==> config.mk <==
export PLATFORM = sky130hd
export DESIGN_NAME = mem_wb_reg
export DESIGN_NICKNAME = d
export VERILOG_FILES = /design/src/logic/rv32i_pkg.sv /design/src/logic/mem_wb_reg.sv
export SDC_FILE = /design/constraint.sdc
export NUM_CORES = 1
export LEC_CHECK = 0
export BUFFER_PORTS_ARGS = -buffer_cell sky130_fd_sc_hd__buf_2
export CORE_AREA = 2 2 136 138
export CTS_CLUSTER_DIAMETER = 200
export DETAILED_ROUTE_END_ITERATION = 10
export DIE_AREA = 0 0 138 140
export PLACE_DENSITY = 0.74
export SLEW_MARGIN = 25
export SYNTH_ARGS = -nofsm -noshare
export SYNTH_HDL_FRONTEND = slang
export SYNTH_SLANG_ARGS = --single-unit
==> constraint.sdc <==
create_clock -name clk -period 6.31 [get_ports clk]
set_input_delay 0.631 -clock clk [delete_from_list [all_inputs] [get_ports clk]]
set_output_delay 0.631 -clock clk [all_outputs]
set_load 0.005 [all_outputs]
==> src/logic/rv32i_pkg.sv <==
`default_nettype none

package rv32i_pkg;

    // ------------------------------------------------------------
    // Vector types
    // ------------------------------------------------------------
    typedef logic [31:0] word_t;       // Data, address or PC
    typedef logic [4:0]  reg_idx_t;
    typedef logic [63:0] order_t;      // Retire sequence number
    typedef logic [3:0]  byte_mask_t;
    typedef logic [2:0]  funct3_t;

    // ------------------------------------------------------------
    // Load/store width codes (funct3)
    // ------------------------------------------------------------
    localparam funct3_t f3_b  = 3'd0;
    localparam funct3_t f3_h  = 3'd1;
    localparam funct3_t f3_w  = 3'd2;
    localparam funct3_t f3_bu = 3'd4;
    localparam funct3_t f3_hu = 3'd5;

    // ------------------------------------------------------------
    // Writeback value select
    // ------------------------------------------------------------
    typedef enum logic [3:0] {
        alu_out_wb,
        br_en_wb,
        u_imm_wb,
        lw_wb,
        pc_plus4_wb,
        lb_wb,
        lbu_wb,
        lh_wb,
        lhu_wb
    } wb_sel_t;

endpackage

`default_nettype wire

==> src/logic/mem_wb_reg.sv <==
`timescale 1ns/1ns
`default_nettype none

module mem_wb_reg
    import rv32i_pkg::*;
(
    input  logic     clk,
    input  logic     rst,
    input  logic     ex_valid,
    input  word_t    ex_pc,
    input  funct3_t  ex_funct3,
    input  logic     ex_mem_read,
    input  logic     ex_mem_write,
    input  logic     ex_regf_we,
    input  wb_sel_t  ex_wb_sel,
    input  reg_idx_t ex_rd_s,
    input  word_t    ex_alu_out,
    input  word_t    ex_br_en,
    input  word_t    ex_u_imm,
    output logic     wb_valid,
    output word_t    wb_pc,
    output wb_sel_t  wb_sel,
    output logic     wb_regf_we_raw,
    output reg_idx_t wb_rd_s,
    output word_t    wb_alu_out,
    output word_t    wb_br_en,
    output word_t    wb_u_imm,
    output logic [1:0] wb_offset,
    output order_t   wb_order
);

    order_t order_cnt;                                 // Valid entries retired so far

    // ------------------------------------------------------------
    // Control and order counter
    // ------------------------------------------------------------
    always_ff @(posedge clk) begin
        if (rst) begin
            wb_valid       <= 1'b0;
            wb_regf_we_raw <= 1'b0;
            wb_order       <= '0;
            order_cnt      <= '0;
        end else begin
            wb_valid       <= ex_valid;
            wb_regf_we_raw <= ex_regf_we;              // Gated with valid in wb_stage
            wb_order       <= order_cnt;
            if (ex_valid) begin
                order_cnt <= order_cnt + 64'd1;
            end
        end
    end

    // ------------------------------------------------------------
    // Payload
    // ------------------------------------------------------------
    always_ff @(posedge clk) begin
        wb_pc      <= ex_pc;
        wb_sel     <= ex_wb_sel;
        wb_rd_s    <= ex_rd_s;
        wb_alu_out <= ex_alu_out;
        wb_br_en   <= ex_br_en;
        wb_u_imm   <= ex_u_imm;
        wb_offset  <= ex_alu_out[1:0];                 // Byte offset for load_align
    end

    a_rd_wr_excl: assert property (@(posedge clk) disable iff (rst)
        ex_valid |-> !(ex_mem_read && ex_mem_write))
        else $error("load and store in one entry");

    // Decode must pair the load width with the matching writeback select
    a_load_sel: assert property (@(posedge clk) disable iff (rst)
        (ex_valid && ex_mem_read) |->
            (ex_funct3 == f3_w  && ex_wb_sel == lw_wb)  ||
            (ex_funct3 == f3_b  && ex_wb_sel == lb_wb)  ||
            (ex_funct3 == f3_bu && ex_wb_sel == lbu_wb) ||
            (ex_funct3 == f3_h  && ex_wb_sel == lh_wb)  ||
            (ex_funct3 == f3_hu && ex_wb_sel == lhu_wb))
        else $error("load funct3 %0d does not match wb_sel %s", ex_funct3, ex_wb_sel.name());

endmodule

`default_nettype wire

==> impl_metrics.csv, run 1 <==
group,metric,value,unit
run_status,status,"finished, final reports clean",
detailed_routing,ant_nets,0,
layout,fin_util,58.68,%
placed_design,dp_hpwl,17540,um
worst_setup_path,worst_ep_arrival_time,3030,ps
detailed_routing,wire_per_inst,18.65,um
sta,hold_viol_final,0,
sta,setup_violations,0,
die,start_util,42.68,%
yosys,ys_seq_area_share,70.44,%
yosys,synth.area.top_cells,"dfxtp_1, nor2b_1, nor2_1",
worst_setup_path,crit_type,"reg -> reg",
yosys,synthArstFlopShare,0,%
worst_setup_path,start_kind,"flip-flop",
worst_setup_path,required,6720,ps
worst_setup_path,r2r_cells,6,
yosys,ys.flop_type,"dfxtp_1",
detailed_routing,drtIter0Drc,365,
yosys,yosys_warnings,0,
sta,worst_pin_slew,845.3,ps
sta,setup_tns,0,ps
placed_design,place.gp.congestion,0.8704,
sta,fin_skew,16.25,ps
clock_tree,h-tree-depth,1,
clock_tree,cts-hold-fix-buffers,0,
min_path,hold_depth,1,
die,die_area,19320,um^2
clock_tree,cts_resized,0,
global_routing,grt_pass1_wl,34000,um
clock_tree,clk_pin_slew,70,ps
die,io_pins,351,
clock_tree,ctsRootBufferMaster,"clkbuf_16",
yosys,synth_seq_cells,267,
global_routing,antenna_found_initial,5,
yosys,synth_common_cells,"dfxtp_1, nor2_1, nor2b_1",
detailed_routing,finalWirelength,23390,um
sta,drv_slew,0,
layout,syn_to_final_growth,37.48,%
global_routing,grt_overflow,0,
detailed_routing,firstDrtPassIters,5,
placed_design,io_buffer_count,345,
layout,drive_above_1_share,39.41,%
global_routing,grt_pass1_vias,5758,
clock_tree,numCtsBuffers,27,
clock_tree,cts_sinks,267,
detailed_routing,drc,0,
sta,fmax,381.2,MHz
yosys,synth_edf_count,0,
yosys,yosysMostFrequentCell,"dfxtp_1",
clock_tree,cts_buffer_depth,3,
yosys,synth_nets,800,
min_path,hold_path_class,"in -> reg",
die,die_y,140,um
power,p_leak,4.691,nW
yosys,yosys.area.top_type,"dfxtp_1",
power,finalPower,3.520,mW
clock_tree,post_cts_buffers,0,
die,fp.coreArea,17780,um^2
sta,holdWs,204.9,ps
yosys,syn-cell-area,7589,um^2
yosys,syn-instance-count,653,
die,placementRows,49,
sta,max_slew_margin,43.64,%
yosys,ys_types,34,
global_routing,grt_util_all_layers,22.68,%
flow_run,maxCapViolCount,0,
sta,min_period_over_period,41.57,%
yosys,yosys.area.top_type_share,70.44,%
layout,fin_nets,1153,
power,peakVddDrop,0.3195,mV
sta,grt_setup_unrepaired,"no",
clock_tree,cts_tree,"built",
sta,min_period,2623,ps
clock_tree,clkLatencyLatePin,520,ps
power,power.density,337.4,nW/um^2
worst_setup_path,cp-end-kind,"flip-flop",
global_routing,grt_max_degree,88,
detailed_routing,viasPerCell,4.813,
layout,diodes,0,
worst_setup_path,cp_max_fo,11,
die,dieWidth,138,um
yosys,syn_area_per_cell,11.62,um^2
detailed_routing,vias,6035,
[critical path, stage by stage, from the launching register on]
cell	delay [ps]
dfxtp_1	430
ha_1	220
nand4_1	210
nor4_1	410
nand4_1	520
nor3_1	360
mux2_2	360
[final cells by class]
class | instances | area [um^2]
Clock buffer | 36 | 749.5
Clock inverter | 12 | 165.2
Fill cell | 1496 | 7347
Inverter | 11 | 41.29
Multi-Input combinational cell | 353 | 2108
Sequential cell | 267 | 5345
Tap cell | 229 | 286.5
Timing Repair Buffer | 346 | 1737
[kinds of logic (layout without fill, tap and decap cells)]
| family | after synthesis | after routing | synth area share [%] |
|---|---|---|---|
| flip-flops | 267 | 267 | 70.44 |
| AO/OA/AOI/OAI | 46 | 46 | 3.166 |
| AND/OR/NAND/NOR | 266 | 266 | 19.69 |
| buffers and inverters | 33 | 405 | 1.781 |
| multiplexers | 5 | 5 | 0.7254 |
| XOR/XNOR | 35 | 35 | 4.040 |
| adder cells (fa/ha/maj) | 1 | 1 | 0.1649 |
[where the power goes]
group / internal [mW] / switching, mW / leakage (nW)
Combinational: 0.0645 / 0.0630 / 2.04
Clock: 0.994 / 0.641 / 0.448
Sequential: 1.74 / 0.0211 / 2.20
Total: 2.79 / 0.725 / 4.69
[path summary, 6_finish.rpt]
check,startpoint,to,slack [ps]
hold reg to reg,order_cnt[61],wb_order[61],490
setup / recovery,order_cnt[0],order_cnt[42],3690
hold / removal,ex_u_imm[2],wb_u_imm[2],200
setup reg to reg,order_cnt[0],order_cnt[42],3690
[sequential cells by signal, indices dropped and copies added (netlist names)]
name            cells
order_cnt          64
wb_order           64
wb_br_en           32
wb_pc              32
wb_u_imm           32
wb_alu_out         31
wb_rd_s             5
wb_sel              4
wb_offset           1
wb_regf_we_raw      1
wb_valid            1
[cells in the final DEF, fill, tap and decap left out, types with 2 or more instances in the layout]
cell	netlist	routed
nand3_1	18	18
or3_1	21	21
nor3_1	13	13
xor2_1	14	14
dfxtp_1	267	267
clkbuf_8	0	4
clkinv_2	0	6
nand2_1	24	24
nor4_1	15	15
clkbuf_1	15	5
bufinv_16	0	4
and2_1	2	2
mux2_2	4	4
xnor2_1	21	21
nand4_2	3	3
o21ai_0	20	20
a21oi_1	22	22
and3_1	6	6
clkinvlp_4	0	2
buf_2	3	344
nor4_4	2	2
inv_1	11	11
buf_4	2	2
nor2b_1	56	56
nor2_1	64	64
nand4_1	29	29
o31ai_1	3	3
or4_1	5	5
nand3_2	2	2
clkbuf_16	0	27
or2_2	2	2
[metal layers]
metal	global-route usage [%]	part of all wire [%]	vias to the layer above
met1	31.53	44	2823
met2	34.94	44	276
met4	6.176	2.4	0
li1	-	-	2901
met3	6.325	8.6	35
met5	0	0	-
[metrics by stage]
stage,instance area [um^2],setup slack [ps],cells
after floorplan,7589,4145,653
after global placement,9518,3746,1206
after detailed placement,9518,3698,1206
after CTS,10430,3680,1254
after global routing,10430,3360,1254
final,10430,3687,1254
No activity file was read; power rests on OpenSTA's default activity.
==> run 2: changes to the inputs <==
==> constraint.sdc (replaced) <==
create_clock -name clk -period 2.62 [get_ports clk]
set_input_delay 0.262 -clock clk [delete_from_list [all_inputs] [get_ports clk]]
set_output_delay 0.262 -clock clk [all_outputs]
set_load 0.005 [all_outputs]
==> impl_metrics.csv, run 2 (same netlist as run 1, synthesis figures left out) <==
group,metric,value,unit
worst_setup_path,crit_type,"reg -> reg",
layout,largestRegisters,"order_cnt (64), wb_order (64)",
worst_setup_path,cp-end-kind,"flip-flop",
sta,layout_setup_ws,364.8,ps
worst_setup_path,max_stage_delay,430,ps
placed_design,dpl_cell_area,9623,um^2
worst_setup_path,worst_ep_arrival_time,2670,ps
placed_design,place_inst,1220,
layout,filler_cell_count,1334,
placed_design,place_ws,380.3,ps
die,fp.coreArea,17780,um^2
layout,fin_nets,1305,
sta,worst_pin_slew,558.3,ps
detailed_routing,vias,6672,
sta,min_period,2255,ps
sta,fin_skew,9.800,ps
sta,drv_slew,0,
sta,max_slew_margin,62.43,%
clock_tree,clk_pin_slew,60,ps
detailed_routing,ant_nets,0,
detailed_routing,finalWirelength,26900,um
sta,holdWs,138.8,ps
clock_tree,ctsRootBufferMaster,"clkbuf_16",
worst_setup_path,start_kind,"flip-flop",
global_routing,grt_overflow,0,
global_routing,antenna_found_initial,3,
detailed_routing,wire_per_inst,19.12,um
clock_tree,post_cts_buffers,0,
sta,min_period_over_period,86.08,%
die,start_util,42.68,%
sta,hold_viol_final,0,
detailed_routing,firstDrtPassIters,5,
worst_setup_path,r2r_start,"order_cnt[0]",
layout,syn_to_final_growth,57.18,%
worst_setup_path,cp-startpoint,"order_cnt[0]",
worst_setup_path,cpMostUsedCell,"nand4_1",
power,peakVddDrop,0.5944,mV
die,dieWidth,138,um
clock_tree,cts_sinks,267,
clock_tree,cts_tree,"built",
layout,postLayoutCellArea,11930,um^2
min_path,hold_path_class,"in -> reg",
layout,fin_util,67.09,%
worst_setup_path,path_cells,"ha_1, nand4_1, nor4_1, buf_4, nand4_1, nor3_1, mux2_2",
die,placementRows,49,
layout,final_common_cell,"buf_2",
clock_tree,numCtsBuffers,27,
power,power.density,730.5,nW/um^2
worst_setup_path,slowest_stage,"dfxtp_1",
flow_run,maxCapViolCount,0,
worst_setup_path,cp_max_fo,6,
layout,fin_cells,1407,
global_routing,grt_pass1_wl,39580,um
run_status,status,"finished, final reports clean",
layout,drive_above_1_share,35.43,%
worst_setup_path,worst-path-buf-inv,1,
die,io_pins,351,
clock_tree,clkLatencyLatePin,520,ps
clock_tree,h-tree-depth,1,
placed_design,dp_hpwl,17690,um
detailed_routing,viasPerCell,4.742,
sta,grt_setup_unrepaired,"no",
global_routing,grt_util_all_layers,26.42,%
die,die_y,140,um
layout,layout_common_cells,"buf_2, dfxtp_1, dlygate4sd3_1, nor2_1, nor2b_1",
worst_setup_path,crit_family,"simple AND/OR/NAND/NOR gates",
sta,fmax,443.4,MHz
die,die_area,19320,um^2
sta,setup_violations,0,
power,p_leak,5.341,nW
sta,setup_tns,0,ps
min_path,hp-start,"ex_valid",
global_routing,grt_max_degree,39,
clock_tree,cts_buffer_depth,3,
global_routing,grt_pass1_vias,6644,
power,finalPower,8.714,mW
placed_design,place.gp.congestion,0.8682,
detailed_routing,drc,0,
worst_setup_path,required,3030,ps
detailed_routing,drtIter0Drc,326,
placed_design,io_buffer_count,345,
==> run 2: cell count changes in the layout (fill, tap and decap cells not counted), sizes merged <==
cell	delta
dlygate4sd3	+138
buf	+14
clkinv	-2
inv	+2
clkbuf	+1
clkinvlp	-1
diode	+1
==> run 2: where the power goes <==
part	internal (mW)	switching [mW]
Clock	2.41	1.57
Combinational	0.294	0.205
Sequential	4.18	0.0567
==> run 2: layer usage <==
layer | global-route usage (%) | wire [um]
met5 | 0 | 7
met4 | 11.71 | 1251
met3 | 8.068 | 1958
met2 | 42.13 | 12290
met1 | 33.26 | 11390
==> run 2: final cells by class <==
type | count | area, um^2 | area share [%]
antenna | 1 | 2.502 | 0.02098
clock inverter | 11 | 167.7 | 1.406
timing repair buffer | 498 | 3223 | 27.02
sequential | 267 | 5345 | 44.81
tap | 229 | 286.5 | 2.402
clock buffer | 37 | 753.2 | 6.315
multi-input combinational | 353 | 2108 | 17.68
inverter | 11 | 41.29 | 0.3462
==> run 2: path summary, 6_finish.rpt <==
path,endpoint,slack (ps),depth (start not counted)
setup / recovery,order_cnt[50],360,7
setup reg to reg,order_cnt[50],360,7
hold / removal,wb_valid,140,3
hold reg to reg,order_cnt[61],490,2
==> run 2: worst register-to-register path, cell delays in order (launching register included) <==
cell and delay, ps:
dfxtp_1 430, ha_1 220, nand4_1 190, nor4_1 230, buf_4 170, nand4_1 250, nor3_1 290, mux2_2 370
==> run 2: repair_timing <==
action,CTS,global route
endpoints found under the hold margin,138,0
gates resized for setup,0,0
hold buffers,138,0
endpoints found under the setup margin,0,0
==> run 3: changes to the inputs <==
--- a/config.mk
+++ b/config.mk
@@ -11,6 +11,7 @@
 export DETAILED_ROUTE_END_ITERATION = 10
 export DIE_AREA = 0 0 138 140
 export PLACE_DENSITY = 0.74
+export RECOVER_POWER = 50
 export SLEW_MARGIN = 25
 export SYNTH_ARGS = -nofsm -noshare
 export SYNTH_HDL_FRONTEND = slang
==> impl_metrics.csv, run 3 (same netlist as run 1, synthesis figures left out) <==
group,metric,value,unit
run_status,status,"finished, violations left",
run_status,failed_checks,"max-capacitance violations, max-slew violations",
worst_setup_path,cp-end-kind,"flip-flop",
global_routing,grt_pass1_vias,6644,
detailed_routing,firstDrtPassIters,5,
global_routing,busiest_layer,"met2",
sta,grt_setup_unrepaired,"no",
sta,fin_skew,9.847,ps
clock_tree,clkLatencyLatePin,530,ps
layout,drive_above_1_share,32.20,%
detailed_routing,viasPerCell,4.756,
worst_setup_path,worst_ep_arrival_time,2720,ps
clock_tree,cts_sinks,267,
placed_design,io_buffer_count,345,
placed_design,dp_hpwl,17690,um
global_routing,grt_overflow,0,
sta,worst_pin_slew,1638,ps
sta,hold_viol_final,0,
power,power.density,734.2,nW/um^2
sta,min_period_over_period,86.58,%
detailed_routing,finalWirelength,26850,um
clock_tree,h-tree-depth,1,
layout,largestRegisters,"order_cnt (64), wb_order (64)",
die,placementRows,49,
detailed_routing,ant_nets,0,
layout,fin_nets,1305,
worst_setup_path,cp_max_fo,9,
clock_tree,cts_buffer_depth,3,
sta,setup_tns,0,ps
layout,final_common_cell,"buf_2",
sta,setup_violations,0,
layout,postLayoutCellArea,11870,um^2
worst_setup_path,start_kind,"flip-flop",
sta,max_slew_margin,-9.198,%
global_routing,met2_usage,42.13,%
layout,filler_cell_count,1367,
die,die_area,19320,um^2
die,io_pins,351,
die,die_y,140,um
sta,fmax,440.8,MHz
detailed_routing,wire_per_inst,19.08,um
placed_design,place.gp.congestion,0.8682,
min_path,hold_path_class,"in -> reg",
sta,min_period,2268,ps
sta,drv_slew,39,
flow_run,maxCapViolCount,1,
placed_design,dpl_cell_area,9623,um^2
die,fp.coreArea,17780,um^2
die,dieWidth,138,um
global_routing,grt_util_all_layers,26.42,%
power,peakVddDrop,0.5917,mV
die,start_util,42.68,%
power,p_leak,5.219,nW
clock_tree,cts_resized,0,
layout,syn_to_final_growth,56.36,%
global_routing,use_met3,8.068,%
worst_setup_path,required,3070,ps
detailed_routing,drtIter0Drc,327,
global_routing,grt_max_degree,39,
clock_tree,numCtsBuffers,27,
worst_setup_path,crit_type,"reg -> reg",
global_routing,grt_pass1_wl,39580,um
clock_tree,clk_pin_slew,60,ps
clock_tree,cts_tree,"built",
global_routing,use_met1,33.26,%
clock_tree,ctsRootBufferMaster,"clkbuf_16",
detailed_routing,drc,0,
detailed_routing,vias,6691,
global_routing,antenna_found_initial,3,
layout,layout_common_cells,"buf_2, dfxtp_1, dlygate4sd3_1, nor2_1, nor2b_1",
[run 3: worst max-delay path, cell delays in order (launching register included)]
cell and delay (ps):
dfxtp_1 440, nand4_1 250, nor4_4 480, nand4_2 330, or4_1 550, a21oi_1 140
[run 3: layout make-up]
type	count	area [um^2]	share of cell area, %
clock buffers	37	753.2	6.348
flip-flops and latches	267	5345	45.05
inverters	11	41.29	0.3480
diodes	1	2.502	0.02109
well taps	229	286.5	2.415
repair buffers	498	3161	26.64
clock inverters	11	167.7	1.413
multi-input cells	353	2108	17.77
[run 3: metrics by stage]
stage | total power [mW] | worst slack (ps) | instances | util, % | hold WS (ps)
after floorplan | 4.361 | 626.4 | 653 | - | 289.7
after global placement | 4.624 | 396.2 | 1220 | 54.12 | 364.1
after detailed placement | 4.629 | 380.3 | 1220 | 54.12 | 365.6
after CTS | 8.752 | 374.3 | 1406 | 67.07 | 99.34
after global routing | 8.975 | 164.4 | 1407 | 66.73 | 115.1
final | 8.711 | 351.6 | 1407 | 66.73 | 136.1
[run 3: where the power goes]
part	switching, mW	total (mW)	internal [mW]
Combinational	0.205	0.490	0.286
Clock	1.58	3.98	2.41
Sequential	0.0564	4.24	4.18
[run 3: metal layers]
metal  part of all wire (%)  vias up
met5                  0.026        -
met4                    4.7        2
met3                    8.0       81
met2                     46      294
li1                       -     3210
met1                     41     3104
[run 3: repair_timing]
item / 4_1_cts / 5_1_grt
setup buffers: 0 / 0
hold endpoints to repair: 138 / 0
hold buffers: 138 / 0
[run 3: path summary, 6_finish.rpt]
check / endpoint / slack, ps / cells after the start / start
worst min-delay path: wb_valid / 140 / 3 / ex_valid
worst max register to register: order_cnt[63] / 350 / 5 / order_cnt[3]
worst min register to register: wb_order[43] / 490 / 1 / order_cnt[43]
worst max-delay path: order_cnt[63] / 350 / 5 / order_cnt[3]
